`src/rx_pkg.sv`:
```
package rx_pkg;

    // interleaving and code widths
    localparam int NTI    = 4;
    localparam int NADC   = 7;
    localparam int CODE_W = NADC + 1;

    // signed unfolded ADC code
    typedef logic signed [CODE_W-1:0] code_t;

    // offset calibration window, 2^navg samples
    localparam int NAVG_W = 3;
    localparam int ACC_W  = CODE_W + 7;
    // sample counter wide enough for the largest window
    localparam int SCNT_W = (1 << NAVG_W) - 1;

    // strobe divider, 2^ndiv cycles per strobe
    localparam int NDIV_W    = 3;
    localparam int DIV_CNT_W = (1 << NDIV_W) - 1;

    // PRBS7, x^7 + x^6 + 1
    localparam int NPRBS      = 7;
    localparam int PRBS_TAP_A = 7;
    localparam int PRBS_TAP_B = 6;
    localparam int CNT_W      = 32;

    // checker mode codes
    localparam logic [1:0] PRBS_IDLE  = 2'd0;
    localparam logic [1:0] PRBS_ALIGN = 2'd1;
    localparam logic [1:0] PRBS_CHECK = 2'd2;

    // burst capture memories
    localparam int MEM_DEPTH = 32;
    localparam int MEM_AW    = 5;

endpackage

```
`src/freq_divider.sv`:
```
`timescale 1ns/1ps
`default_nettype none

module freq_divider import rx_pkg::*; (
    input  wire logic              clk_adc,
    input  wire logic              rst_n_i,
    input  wire logic [NDIV_W-1:0] ndiv_i,
    output logic                   stb_o
);

    logic [DIV_CNT_W-1:0] div_cnt;
    logic [DIV_CNT_W-1:0] div_mask;

    // only the low ndiv bits take part in the wrap
    assign div_mask = ~({DIV_CNT_W{1'b1}} << ndiv_i);

    always_ff @(posedge clk_adc or negedge rst_n_i) begin
        if (!rst_n_i) begin
            div_cnt <= '0;
        end else begin
            div_cnt <= div_cnt + 1'b1;
        end
    end

    // one-cycle pulse each time the masked count is all ones
    // ndiv of zero gives an empty mask, so strobe every cycle
    always_ff @(posedge clk_adc or negedge rst_n_i) begin
        if (!rst_n_i) begin
            stb_o <= 1'b0;
        end else begin
            stb_o <= ((div_cnt & div_mask) == div_mask);
        end
    end

endmodule

`default_nettype wire

```
`src/adc_unfolding.sv`:
```
`timescale 1ns/1ps
`default_nettype none

module adc_unfolding import rx_pkg::*; (
    input  wire logic              clk_adc,
    input  wire logic              rst_n_i,
    input  wire logic              avg_stb_i,
    input  wire logic [NADC-1:0]   din_i,
    input  wire logic              sign_i,
    input  wire logic              en_pfd_cal_i,
    input  wire logic              en_ext_offset_i,
    input  wire code_t             ext_offset_i,
    input  wire logic [NAVG_W-1:0] navg_i,
    output code_t                  dout_o,
    output code_t                  pfd_offset_o
);

    code_t                    raw_code;
    code_t                    active_offset;
    code_t                    cal_offset;
    logic signed [ACC_W-1:0]  acc;
    logic signed [ACC_W-1:0]  acc_sum;
    logic signed [ACC_W-1:0]  acc_avg;
    logic [SCNT_W-1:0]        sample_cnt;
    logic [SCNT_W-1:0]        last_sample;

    // sign high means positive magnitude
    assign raw_code = sign_i ? code_t'({1'b0, din_i}) : -code_t'({1'b0, din_i});

    assign active_offset = en_ext_offset_i ? ext_offset_i : cal_offset;

    // window closes on sample 2^navg - 1
    assign last_sample = ~({SCNT_W{1'b1}} << navg_i);

    assign acc_sum = acc + ACC_W'(raw_code);
    assign acc_avg = acc_sum >>> navg_i;

    always_ff @(posedge clk_adc or negedge rst_n_i) begin
        if (!rst_n_i) begin
            dout_o <= '0;
        end else begin
            dout_o <= raw_code - active_offset;
        end
    end

    // averaging calibration, paced by the divider strobe
    always_ff @(posedge clk_adc or negedge rst_n_i) begin
        if (!rst_n_i) begin
            acc        <= '0;
            sample_cnt <= '0;
            cal_offset <= '0;
        end else if (!en_pfd_cal_i) begin
            // keep the last result, restart the window
            acc        <= '0;
            sample_cnt <= '0;
        end else if (avg_stb_i) begin
            if (sample_cnt == last_sample) begin
                cal_offset <= acc_avg[CODE_W-1:0];
                acc        <= '0;
                sample_cnt <= '0;
            end else begin
                acc        <= acc_sum;
                sample_cnt <= sample_cnt + 1'b1;
            end
        end
    end

    assign pfd_offset_o = cal_offset;

endmodule

`default_nettype wire

```
`src/comb_comp.sv`:
```
`timescale 1ns/1ps
`default_nettype none

module comb_comp import rx_pkg::*; (
    input  wire logic           clk_adc,
    input  wire logic           rst_n_i,
    input  wire code_t          codes_i [NTI],
    input  wire code_t          thresh_i,
    output logic [NTI-1:0]      bits_o
);

    logic [NTI-1:0] decisions;

    // signed compare per lane
    always_comb begin
        for (int k = 0; k < NTI; k++) begin
            decisions[k] = (codes_i[k] > thresh_i);
        end
    end

    // one register stage before the checker
    always_ff @(posedge clk_adc or negedge rst_n_i) begin
        if (!rst_n_i) begin
            bits_o <= '0;
        end else begin
            bits_o <= decisions;
        end
    end

endmodule

`default_nettype wire

```
`src/prbs_checker.sv`:
```
`timescale 1ns/1ps
`default_nettype none

module prbs_checker import rx_pkg::*; (
    input  wire logic             clk_adc,
    input  wire logic             rst_n_i,
    input  wire logic [1:0]       mode_i,
    input  wire logic [NTI-1:0]   rx_bits_i,
    output logic [CNT_W-1:0]      correct_bits_o,
    output logic [CNT_W-1:0]      total_bits_o
);

    // bit 0 holds the newest bit of the history
    logic [NPRBS-1:0] prbs_state;
    logic [NPRBS-1:0] prbs_state_next;
    logic [NPRBS-1:0] rx_hist;
    logic [NPRBS-1:0] rx_hist_next;
    logic [NTI-1:0]   pred_bits;
    logic [CNT_W-1:0] n_match;

    // shift received lanes in, oldest lane first
    always_comb begin
        rx_hist_next = rx_hist;
        for (int k = 0; k < NTI; k++) begin
            rx_hist_next = {rx_hist_next[NPRBS-2:0], rx_bits_i[k]};
        end
    end

    // unrolled recurrence, b[n] = b[n-7] ^ b[n-6]
    always_comb begin
        logic new_bit;
        prbs_state_next = prbs_state;
        for (int k = 0; k < NTI; k++) begin
            new_bit = prbs_state_next[PRBS_TAP_A-1] ^ prbs_state_next[PRBS_TAP_B-1];
            pred_bits[k] = new_bit;
            prbs_state_next = {prbs_state_next[NPRBS-2:0], new_bit};
        end
    end

    always_comb begin
        n_match = '0;
        for (int k = 0; k < NTI; k++) begin
            if (pred_bits[k] == rx_bits_i[k]) begin
                n_match = n_match + 1'b1;
            end
        end
    end

    always_ff @(posedge clk_adc or negedge rst_n_i) begin
        if (!rst_n_i) begin
            rx_hist <= '0;
        end else begin
            rx_hist <= rx_hist_next;
        end
    end

    // state seeds from the link in align, runs free in check
    always_ff @(posedge clk_adc or negedge rst_n_i) begin
        if (!rst_n_i) begin
            prbs_state <= '0;
        end else if (mode_i == PRBS_ALIGN) begin
            prbs_state <= rx_hist_next;
        end else if (mode_i == PRBS_CHECK) begin
            prbs_state <= prbs_state_next;
        end
    end

    always_ff @(posedge clk_adc or negedge rst_n_i) begin
        if (!rst_n_i) begin
            correct_bits_o <= '0;
            total_bits_o   <= '0;
        end else begin
            case (mode_i)
                PRBS_CHECK: begin
                    correct_bits_o <= correct_bits_o + n_match;
                    total_bits_o   <= total_bits_o + CNT_W'(NTI);
                end
                PRBS_ALIGN: begin
                    // counters hold while seeding
                    correct_bits_o <= correct_bits_o;
                    total_bits_o   <= total_bits_o;
                end
                default: begin
                    correct_bits_o <= '0;
                    total_bits_o   <= '0;
                end
            endcase
        end
    end

endmodule

`default_nettype wire

```
`src/oneshot_memory.sv`:
```
`timescale 1ns/1ps
`default_nettype none

module oneshot_memory import rx_pkg::*; #(
    parameter type word_t = logic
) (
    input  wire logic              clk_adc,
    input  wire logic              rst_n_i,
    input  wire logic              start_i,
    input  wire word_t             wr_data_i [NTI],
    input  wire logic [MEM_AW-1:0] rd_addr_i,
    output word_t                  rd_data_o [NTI],
    output logic                   busy_o
);

    word_t             mem [MEM_DEPTH][NTI];
    logic [MEM_AW-1:0] wr_addr;
    logic              last_addr;

    assign last_addr = (wr_addr == MEM_AW'(MEM_DEPTH - 1));

    // start pulse is ignored while busy
    always_ff @(posedge clk_adc or negedge rst_n_i) begin
        if (!rst_n_i) begin
            busy_o  <= 1'b0;
            wr_addr <= '0;
        end else if (!busy_o) begin
            if (start_i) begin
                busy_o  <= 1'b1;
                wr_addr <= '0;
            end
        end else begin
            if (last_addr) begin
                busy_o <= 1'b0;
            end
            wr_addr <= wr_addr + 1'b1;
        end
    end

    // one row of NTI words per burst cycle
    always_ff @(posedge clk_adc) begin
        if (busy_o) begin
            for (int k = 0; k < NTI; k++) begin
                mem[wr_addr][k] <= wr_data_i[k];
            end
        end
    end

    // registered read port
    always_ff @(posedge clk_adc) begin
        for (int k = 0; k < NTI; k++) begin
            rd_data_o[k] <= mem[rd_addr_i][k];
        end
    end

endmodule

`default_nettype wire

```
`src/rx_digital_core.sv`:
```
`timescale 1ns/1ps
`default_nettype none

module rx_digital_core import rx_pkg::*; (
    input  wire logic              clk_adc,
    input  wire logic              rst_n_i,
    // ADC slices
    input  wire logic [NADC-1:0]   adcout_i [NTI],
    input  wire logic [NTI-1:0]    adcout_sign_i,
    // offset calibration
    input  wire logic              en_pfd_cal_i,
    input  wire logic              en_ext_offset_i,
    input  wire code_t             ext_offset_i [NTI],
    input  wire logic [NAVG_W-1:0] navg_i,
    input  wire logic [NDIV_W-1:0] ndiv_i,
    output code_t                  pfd_offset_o [NTI],
    // slicer and PRBS checker
    input  wire code_t             thresh_i,
    input  wire logic [1:0]        prbs_mode_i,
    output logic [CNT_W-1:0]       correct_bits_o,
    output logic [CNT_W-1:0]       total_bits_o,
    // capture memories
    input  wire logic              dump_start_i,
    input  wire logic [MEM_AW-1:0] mem_addr_i,
    output code_t                  mem_codes_o [NTI],
    output logic [NTI-1:0]         mem_bits_o,
    output logic                   dump_busy_o
);

    logic           avg_stb;
    code_t          code [NTI];
    logic [NTI-1:0] rx_bits;
    logic           rx_bit_lane [NTI];
    logic           mem_bit_lane [NTI];

    // calibration sample pacing
    freq_divider avg_div_i (
        .clk_adc (clk_adc),
        .rst_n_i (rst_n_i),
        .ndiv_i  (ndiv_i),
        .stb_o   (avg_stb)
    );

    genvar k;
    generate
        for (k = 0; k < NTI; k++) begin : g_slice
            adc_unfolding unfold_i (
                .clk_adc         (clk_adc),
                .rst_n_i         (rst_n_i),
                .avg_stb_i       (avg_stb),
                .din_i           (adcout_i[k]),
                .sign_i          (adcout_sign_i[k]),
                .en_pfd_cal_i    (en_pfd_cal_i),
                .en_ext_offset_i (en_ext_offset_i),
                .ext_offset_i    (ext_offset_i[k]),
                .navg_i          (navg_i),
                .dout_o          (code[k]),
                .pfd_offset_o    (pfd_offset_o[k])
            );

            // lane split for the bit memory
            assign rx_bit_lane[k] = rx_bits[k];
            assign mem_bits_o[k]  = mem_bit_lane[k];
        end
    endgenerate

    comb_comp comp_i (
        .clk_adc  (clk_adc),
        .rst_n_i  (rst_n_i),
        .codes_i  (code),
        .thresh_i (thresh_i),
        .bits_o   (rx_bits)
    );

    prbs_checker prbs_i (
        .clk_adc        (clk_adc),
        .rst_n_i        (rst_n_i),
        .mode_i         (prbs_mode_i),
        .rx_bits_i      (rx_bits),
        .correct_bits_o (correct_bits_o),
        .total_bits_o   (total_bits_o)
    );

    // both memories start on the same pulse and stay in step
    oneshot_memory #(.word_t(code_t)) mem_codes_i (
        .clk_adc   (clk_adc),
        .rst_n_i   (rst_n_i),
        .start_i   (dump_start_i),
        .wr_data_i (code),
        .rd_addr_i (mem_addr_i),
        .rd_data_o (mem_codes_o),
        .busy_o    (dump_busy_o)
    );

    oneshot_memory #(.word_t(logic)) mem_bits_i (
        .clk_adc   (clk_adc),
        .rst_n_i   (rst_n_i),
        .start_i   (dump_start_i),
        .wr_data_i (rx_bit_lane),
        .rd_addr_i (mem_addr_i),
        .rd_data_o (mem_bit_lane),
        .busy_o    ()
    );

endmodule

`default_nettype wire

```
`config.mk`:
```
export PLATFORM = sky130hd
export DESIGN_NAME = rx_digital_core
export DESIGN_NICKNAME = d
export VERILOG_FILES = /design/src/rx_pkg.sv /design/src/freq_divider.sv /design/src/adc_unfolding.sv /design/src/comb_comp.sv /design/src/prbs_checker.sv /design/src/oneshot_memory.sv /design/src/rx_digital_core.sv
export SDC_FILE = /design/constraint.sdc
export NUM_CORES = 2
export LEC_CHECK = 0
export ABC_AREA = 1
export BUFFER_PORTS_ARGS = -buffer_cell sky130_fd_sc_hd__buf_4
export CAP_MARGIN = 15
export CORE_ASPECT_RATIO = 2
export CORE_MARGIN = 3
export CORE_UTILIZATION = 46
export CTS_CLUSTER_SIZE = 14
export DETAILED_ROUTE_END_ITERATION = 10
export PLACE_DENSITY_LB_ADDON = 0.05
export SETUP_SLACK_MARGIN = 0.02
export SLEW_MARGIN = 20
export SYNTH_ARGS = -nofsm -noshare
export SYNTH_HDL_FRONTEND = slang
export SYNTH_SLANG_ARGS = --single-unit
export TNS_END_PERCENT = 20
```
`constraint.sdc`:
```
create_clock -name clk_adc -period 3.55 [get_ports clk_adc]
set_input_delay 0.355 -clock clk_adc [delete_from_list [all_inputs] [get_ports clk_adc]]
set_output_delay 0.355 -clock clk_adc [all_outputs]
set_load 0.05 [all_outputs]
```
# [After elaboration in Yosys (flattened, before gate mapping)]
# Memories as Yosys holds them, arrays and structs flattened. A register that Yosys moved wholly into a read port is not among the register bits.
# Cells that the tools add are included.
# W data, S select, Z words.
[word_totals] n_memories=2 reg_bits=250 mem_bits_ro=0 latch_bits=0 inputBits=90 ramBits=1152
[op_classes] n_eq_ne=14 div=0 bitwise=7 addsub=24 n_mul=0 n_reduce_logical=7 n_shift=6 magnitude_cmp=4 mux=52
[mem_list] memory="mem_codes_i.mem" depth=32 width=32 read_ports=1 rd_clocked_by_memory_dff=1 write_ports=1 line="oneshot_memory.sv:16" text="word_t mem [MEM_DEPTH][NTI];"
[mem_list] memory="mem_bits_i.mem" depth=32 width=4 read_ports=1 rd_clocked_by_memory_dff=1 write_ports=1 line="oneshot_memory.sv:16"
[ops] operator="$mux W15" count=12
[ops] operator="$pmux W32 S2" count=2
[ops] operator="$mux W7" count=14
[ops] operator="$mux W32" count=3
[ops] operator="$add A32 B1 Y32 const B" count=2
[ops] operator="$mux W8" count=8
[ops] operator="$add A15 B8 Y15" count=4
[ops] operator="$sshr A15 B3 Y8" count=4
[ops] operator="$add A7 B1 Y7 const B" count=5
[ops] operator="$eq A7 B7 Y1" count=5
[ops] operator="$add A32 B3 Y32 const B" count=1
[ops] operator="$add A32 B32 Y32" count=1
[ops] operator="$gt A8 B8 Y1" count=4
[ops] operator="$neg A7 Y8" count=4
[ops] operator="$sub A8 B8 Y8" count=4
[ops] operator="$mux W5" count=3
[ops] operator="$not A7 Y7" count=2
[ops] operator="$shl A7 B3 Y7 const A" count=2
[ops] operator="$reduce_and A3 Y1" count=4
[ops] operator="$add A5 B1 Y5 const B" count=2
[ops] operator="$eq A5 B5 Y1 const B" count=2
[ops] operator="$mux W1" count=10
[ops] operator="$and A7 B7 Y7" count=1
[ops] operator="$reduce_bool A2 Y1" count=3
[ops] operator="other kinds (6)" count=12

# [Logic depth before layout (Yosys ltp)]
[logic_depth] word_depth=11 ltp_mapped=22 mapped_depth_nobuf=22

# [By module]
# A second synthesis with hierarchy kept.
[unflattened] hier_cells=6929 area_unflattened_um2=68079.0
[modules_own_cells] module="oneshot_memory (mem_codes_i)" cells_each=3570 n_inst=1 area_each_um2=42743.5
[modules_own_cells] module="adc_unfolding (g_slice[0].unfold_i ...)" cells_each=500 n_inst=3 area_each_um2=3433.3
[modules_own_cells] module="oneshot_memory (mem_bits_i)" cells_each=520 n_inst=1 area_each_um2=5790.6
[modules_own_cells] module="prbs_checker" cells_each=653 n_inst=1 area_each_um2=4556.9
[modules_own_cells] module="adc_unfolding (g_slice[1].unfold_i)" cells_each=504 n_inst=1 area_each_um2=3374.5
[modules_own_cells] module="comb_comp" cells_each=137 n_inst=1 area_each_um2=923.4
[modules_own_cells] module="freq_divider" cells_each=45 n_inst=1 area_each_um2=390.4

# [Worst setup path after synthesis]
# OpenSTA, ideal clock, no wires.
[synth_path] path_type="register -> register" startpoint="reg comp_i.bits_o[1]" endpoint="reg prbs_i.correct_bits_o[24]" required_time_ps=3428 setup_ps=122 setup_slack_ps=-168 arrival_ps=3595 path_stages_with_launch=21 path_cell_list="dfrtp_1 > xor2_1 > inv_1 > ha_1 > or2_2 > nand2_1 > inv_1 > ha_1 > inv_1 > nor2_1 > xnor2_1 > ha_1 > nand3_1 > nand3_1 > and3_1 > nand3_1 > or2_2 > nor2_1 > nand3_1 > nand2_1 > a21oi_1"
[synth_via] elab_chain_len=8
[synth_lines] item="start: declaration" line="comb_comp.sv:9" text="output logic [NTI-1:0] bits_o"
[synth_lines] item="start signal: assignment" line="comb_comp.sv:26" text="bits_o <= decisions;"
[synth_lines] item="$eq A1 B1 Y1 *" line="prbs_checker.sv:43" text="if (pred_bits[k] == rx_bits_i[k]) begin"
[synth_lines] item="$mux W32 *" line="prbs_checker.sv:43"
[synth_lines] item="$add A32 B1 Y32" line="prbs_checker.sv:44" text="n_match = n_match + 1'b1;"
[synth_lines] item="$mux W32 *" line="prbs_checker.sv:43"
[synth_lines] item="$add A32 B1 Y32" line="prbs_checker.sv:44"
[synth_lines] item="$mux W32 *" line="prbs_checker.sv:43"
[synth_lines] item="$add A32 B32 Y32 *" line="prbs_checker.sv:75" text="correct_bits_o <= correct_bits_o + n_match;"
[synth_lines] item="$pmux W32 S2 *" line="prbs_checker.sv:73" text="case (mode_i)"
[synth_lines] item="end signal: assignment" line="prbs_checker.sv:75"
[synth_lines] item="end signal: assignment" line="prbs_checker.sv:80" text="correct_bits_o <= correct_bits_o;"
[synth_lines] item="end: declaration" line="prbs_checker.sv:9" text="output logic [CNT_W-1:0] correct_bits_o,"
# Every way passes the cells marked *; elsewhere a longest branch is shown, timed or not.
# A chain may end at the register's enable or synchronous reset.

# [Final worst setup path]
[layout_path] startpoint="reg prbs_i.prbs_state[4]" endpoint="reg prbs_i.correct_bits_o[30]"
[layout_via] elab_chain_len=9 word_cells_on_any_way=11
[layout_lines] item="start: declaration" line="prbs_checker.sv:14" text="logic [NPRBS-1:0] prbs_state;"
[layout_lines] item="start signal: assignment" line="prbs_checker.sv:62" text="prbs_state <= rx_hist_next;"
[layout_lines] item="start signal: assignment" line="prbs_checker.sv:64" text="prbs_state <= prbs_state_next;"
[layout_lines] item="$xor A1 B1 Y1" line="prbs_checker.sv:34" text="new_bit = prbs_state_next[PRBS_TAP_A-1] ^ prbs_state_next[PRBS_TAP_B-1];"
[layout_lines] item="$eq A1 B1 Y1" line="prbs_checker.sv:43"
[layout_lines] item="$mux W32" line="prbs_checker.sv:43"
[layout_lines] item="$add A32 B1 Y32" line="prbs_checker.sv:44"
[layout_lines] item="$mux W32 *" line="prbs_checker.sv:43"
[layout_lines] item="$add A32 B1 Y32" line="prbs_checker.sv:44"
[layout_lines] item="$mux W32 *" line="prbs_checker.sv:43"
[layout_lines] item="$add A32 B32 Y32 *" line="prbs_checker.sv:75"
[layout_lines] item="$pmux W32 S2 *" line="prbs_checker.sv:73"
# Marks and branches as above.

==> flow_summary.json <==
{
  "core_sq_mm": 0.140,
  "power.share.clock_pct": 29.9,
  "fin_crit_ns": 3.52,
  "grt_start_max_net_pins": 91,
  "worstPathArrival_ns": 4.21,
  "worstPathCellList": "xnor2_2 > xor2_2 > inv_2 > ha_4 > or2_4 > nand2_4 > inv_4 > ha_4 > mux2_4 > buf_4 > fa_2 > nand3_2 > nand3_2 > and3_4 > buf_4 > nand2_2 > nor2_1 > nand4_1 > o21ai_0 > a21oi_1",
  "vias": 47600,
  "vdd_ir_drop_max_mv": 0.495,
  "min_from": "ext_offset_i[0]",
  "drt_first_pass_iters": 5,
  "skew_ns": 0.0384,
  "cts_buffers": 141,
  "ys_seq_elements": 1436,
  "antenna_found_initial": 6,
  "viasPerCell": 5.78,
  "syn_to_final_growth_pct": 15.2,
  "pwr-share-seq_pct": 46.5,
  "start_kind": "flip-flop",
  "wl_microns": 211000,
  "slew_headroom_pct": 31.8,
  "synth_top_area_cell": "edfxtp_1",
  "endpoint_kind": "flip-flop",
  "grt_use_total_pct": 28.7,
  "yosys-top-cells-area": "edfxtp_1 53%, dfrtp_1 9.6%, o21ai_0 5.7%",
  "yosys.cell_types.count": 64,
  "insertion_delay_ns": 0.78,
  "p_sw_share_pct": 31.3,
  "cts.sinks": 1436,
  "r2r_start": "prbs_i.prbs_state[4]$_DFFE_PN0N_",
  "yosysTopAreaCellShare_pct": 53.4,
  "critPathMaxFanout": 3,
  "ys.flop_type": "edfxtp_1",
  "rsz0062_at_grt": "true",
  "cts_tree": "done",
  "finalPower_mw": 48.0,
  "cp_num_buf_inv": 4,
  "synth_edf_count": 1152,
  "dieArea_sq_mm": 0.146,
  "cts_root_buf": "clkbuf_16",
  "post-route-drc-count": 0,
  "finalHoldViolCount": 0,
  "worstPathRequired_ns": 4.24,
  "drive_above_1_share_pct": 12.0,
  "port_buffers": 220,
  "critPathLaunch": "prbs_i.prbs_state[4]$_DFFE_PN0N_",
  "synth.avg_cell_area_sq_um": 10.8,
  "die-width_microns": 271,
  "whs_path_depth": 5,
  "ant_nets": 0,
  "maxCapViolCount": 0,
  "finalCritPeriodShare_pct": 99.3,
  "clk_pin_slew_ns": 0.06,
  "worstMarginPinSlew_ns": 1.02,
  "multiInputGateArea_sq_mm": 0.0208,
  "grt_overflow_total": 0,
  "drtIter0Drc": 3761,
  "fin_ws_ns": 0.0257,
  "wl_per_cell_microns": 25.6,
  "start_util_pct": 46.3,
  "clk_path_buf_depth": 4,
  "grt_pass1_wl_microns": 311000,
  "final-seq-area_sq_mm": 0.0415,
  "preCtsSetupSlack_ns": -0.315,
  "p_leak_nw": 28.2,
  "nets": 6519,
  "critPathMaxStageDelay_ns": 0.41,
  "min_path_type": "in -> reg",
  "ios": 223,
  "final_core_util_pct": 53.4,
  "final_common_cell": "edfxtp_1",
  "max_freq_mhz": 284,
  "grt_pass1_vias": 47700,
  "powerDensity_mw_per_mm2": 643,
  "slowest_stage": "dfrtp_1",
  "mostFrequentLayoutCells": "1152 x edfxtp_1, 845 x nor2_1, 749 x nand2_1",
  "dp.final_hpwl_microns": 136000,
  "p_comb_share_pct": 23.6,
  "routabilityCongestion": 0.937,
  "p_switching_mw": 15.0,
  "synthArstFlopShare_pct": 17.3,
  "synthesis.area_sq_mm": 0.0648,
  "num_rows": 194,
  "cts-htree-levels": 4,
  "path_class": "reg -> reg",
  "syn_inst": 5979,
  "synth-seq-area-share_pct": 64.1,
  "power.internal_mw": 33.0,
  "final.fill_count": 12500,
  "drv_slew": 0,
  "fin_tns_setup_ns": 0,
  "cpLargestDelayFamily": "simple AND/OR/NAND/NOR gates",
  "ys_warn_count": 0,
  "setup_viol": 0,
  "status": "complete, no violations",
  "reg2reg_depth": 20,
  "crit_cells": 20,
  "die-height_microns": 537
}
## kinds of logic after synthesis
group | after synthesis | synth area share [%]
buffers and inverters | 736 | 4.55
AOI/OAI and AO/OA | 1340 | 12.3
muxes | 11 | 0.174
DFF | 1436 | 64.1
other | 1 | 0.00579
adders and majority gates | 158 | 3.16
and+or+nand+nor | 2182 | 14.1
xor gates and xnor gates | 115 | 1.59
## power by group through the flow
stage,sequential (mW),combinational [mW],clock (mW)
5_1_grt,22.5,12.3,15.2
2_1_floorplan,23.4,4.87,0
3_3_place_gp,22.6,10.7,0
6_report,22.3,11.3,14.3
4_1_cts,22.3,11.2,14.6
3_5_place_dp,22.7,10.7,0
## cell usage after synthesis (13+ instances only)
cell type,instances
a21oi_1,138
nor3_1,39
dfxtp_1,36
buf_2,69
xor2_1,91
nand2_1,755
clkbuf_1,204
inv_1,411
nand3_1,381
o21ai_1,24
a31oi_1,41
buf_4,15
ha_1,149
o22ai_1,95
and2_1,13
o21a_1,15
nand4_1,58
or2_2,13
o221ai_1,225
dfrtp_1,248
nor2_1,882
xnor2_1,21
buf_1,16
a32oi_1,32
o21ai_0,732
edfxtp_1,1152
## per-stage QoR
stage	hold slack, ns	instance area, sq um	std cells
floorplan	0.0594	64800	5981
global placement	0.375	70000	7978
detailed placement	0.375	70000	7978
CTS	0.0208	74500	8226
global route	0.0468	74600	8227
finish	0.0782	74600	8228
## per-layer routing
| metal | part of all wire (%) | GRT usage (%) | vias up |
|---|---|---|---|
| li1 | - | - | 21900 |
| met1 | 36 | 32.2 | 23700 |
| met2 | 54 | 54.6 | 1486 |
| met3 | 4.3 | 2.73 | 464 |
| met4 | 5.0 | 13.1 | 0 |
| met5 | 0 | 0 | - |
## cell type report
cell class,instances,share of cell area (%)
clock buffers,210,5.40
inverters,427,2.21
multi-input cells,3809,27.9
repair buffers,456,5.46
flip-flops and latches,1436,55.6
well taps,1862,3.12
diodes,2,0.00671
clock inverters,26,0.285
## tightest hold or removal path, cell delays in order
cell	delay, ns
buf_4	0.09
nand2_1	0.05
o21ai_0	0.14
ha_1	0.15
inv_1	0.04
## repair_timing
action,CTS,global route
resized for setup,29,23
hold endpoints to repair,67,0
pin swaps,17,19
endpoints found under the setup margin,26,27
setup buffers,5,1
hold buffers,7,0
## sequential cells by signal (all words and copies together), names as in the netlist
register,count
prbs_i.rx_hist,3
mem_bits_i.rd_data_o,4
mem_bits_i.wr_addr,5
g_slice.unfold_i.acc,60
mem_bits_i.busy_o,1
mem_codes_i.rd_data_o,32
comp_i.bits_o,4
g_slice.unfold_i.pfd_offset_o,32
mem_bits_i.mem,128
avg_div_i.div_cnt,7
mem_codes_i.wr_addr,5
prbs_i.prbs_state,7
mem_codes_i.busy_o,1
prbs_i.correct_bits_o,32
prbs_i.total_bits_o,30
mem_codes_i.mem,1024
g_slice.unfold_i.dout_o,32
g_slice.unfold_i.sample_cnt,28
avg_div_i.stb_o,1
## path summary, 6_finish.rpt
path	endpoint	slack, ns
max	prbs_i.correct_bits_o[30]$_DFFE_PN0N_	0.03
min	g_slice[3].unfold_i.dout_o[0]$_DFF_PN0_	0.08
max in group asynchronous	g_slice[3].unfold_i.dout_o[3]$_DFF_PN0_	2.52
min in group asynchronous	prbs_i.total_bits_o[17]$_DFFE_PN0N_	0.13
max reg2reg	prbs_i.correct_bits_o[30]$_DFFE_PN0N_	0.03
min reg2reg	avg_div_i.div_cnt[6]$_DFF_PN0_	0.46
Power figures use the tool's default switching activity.
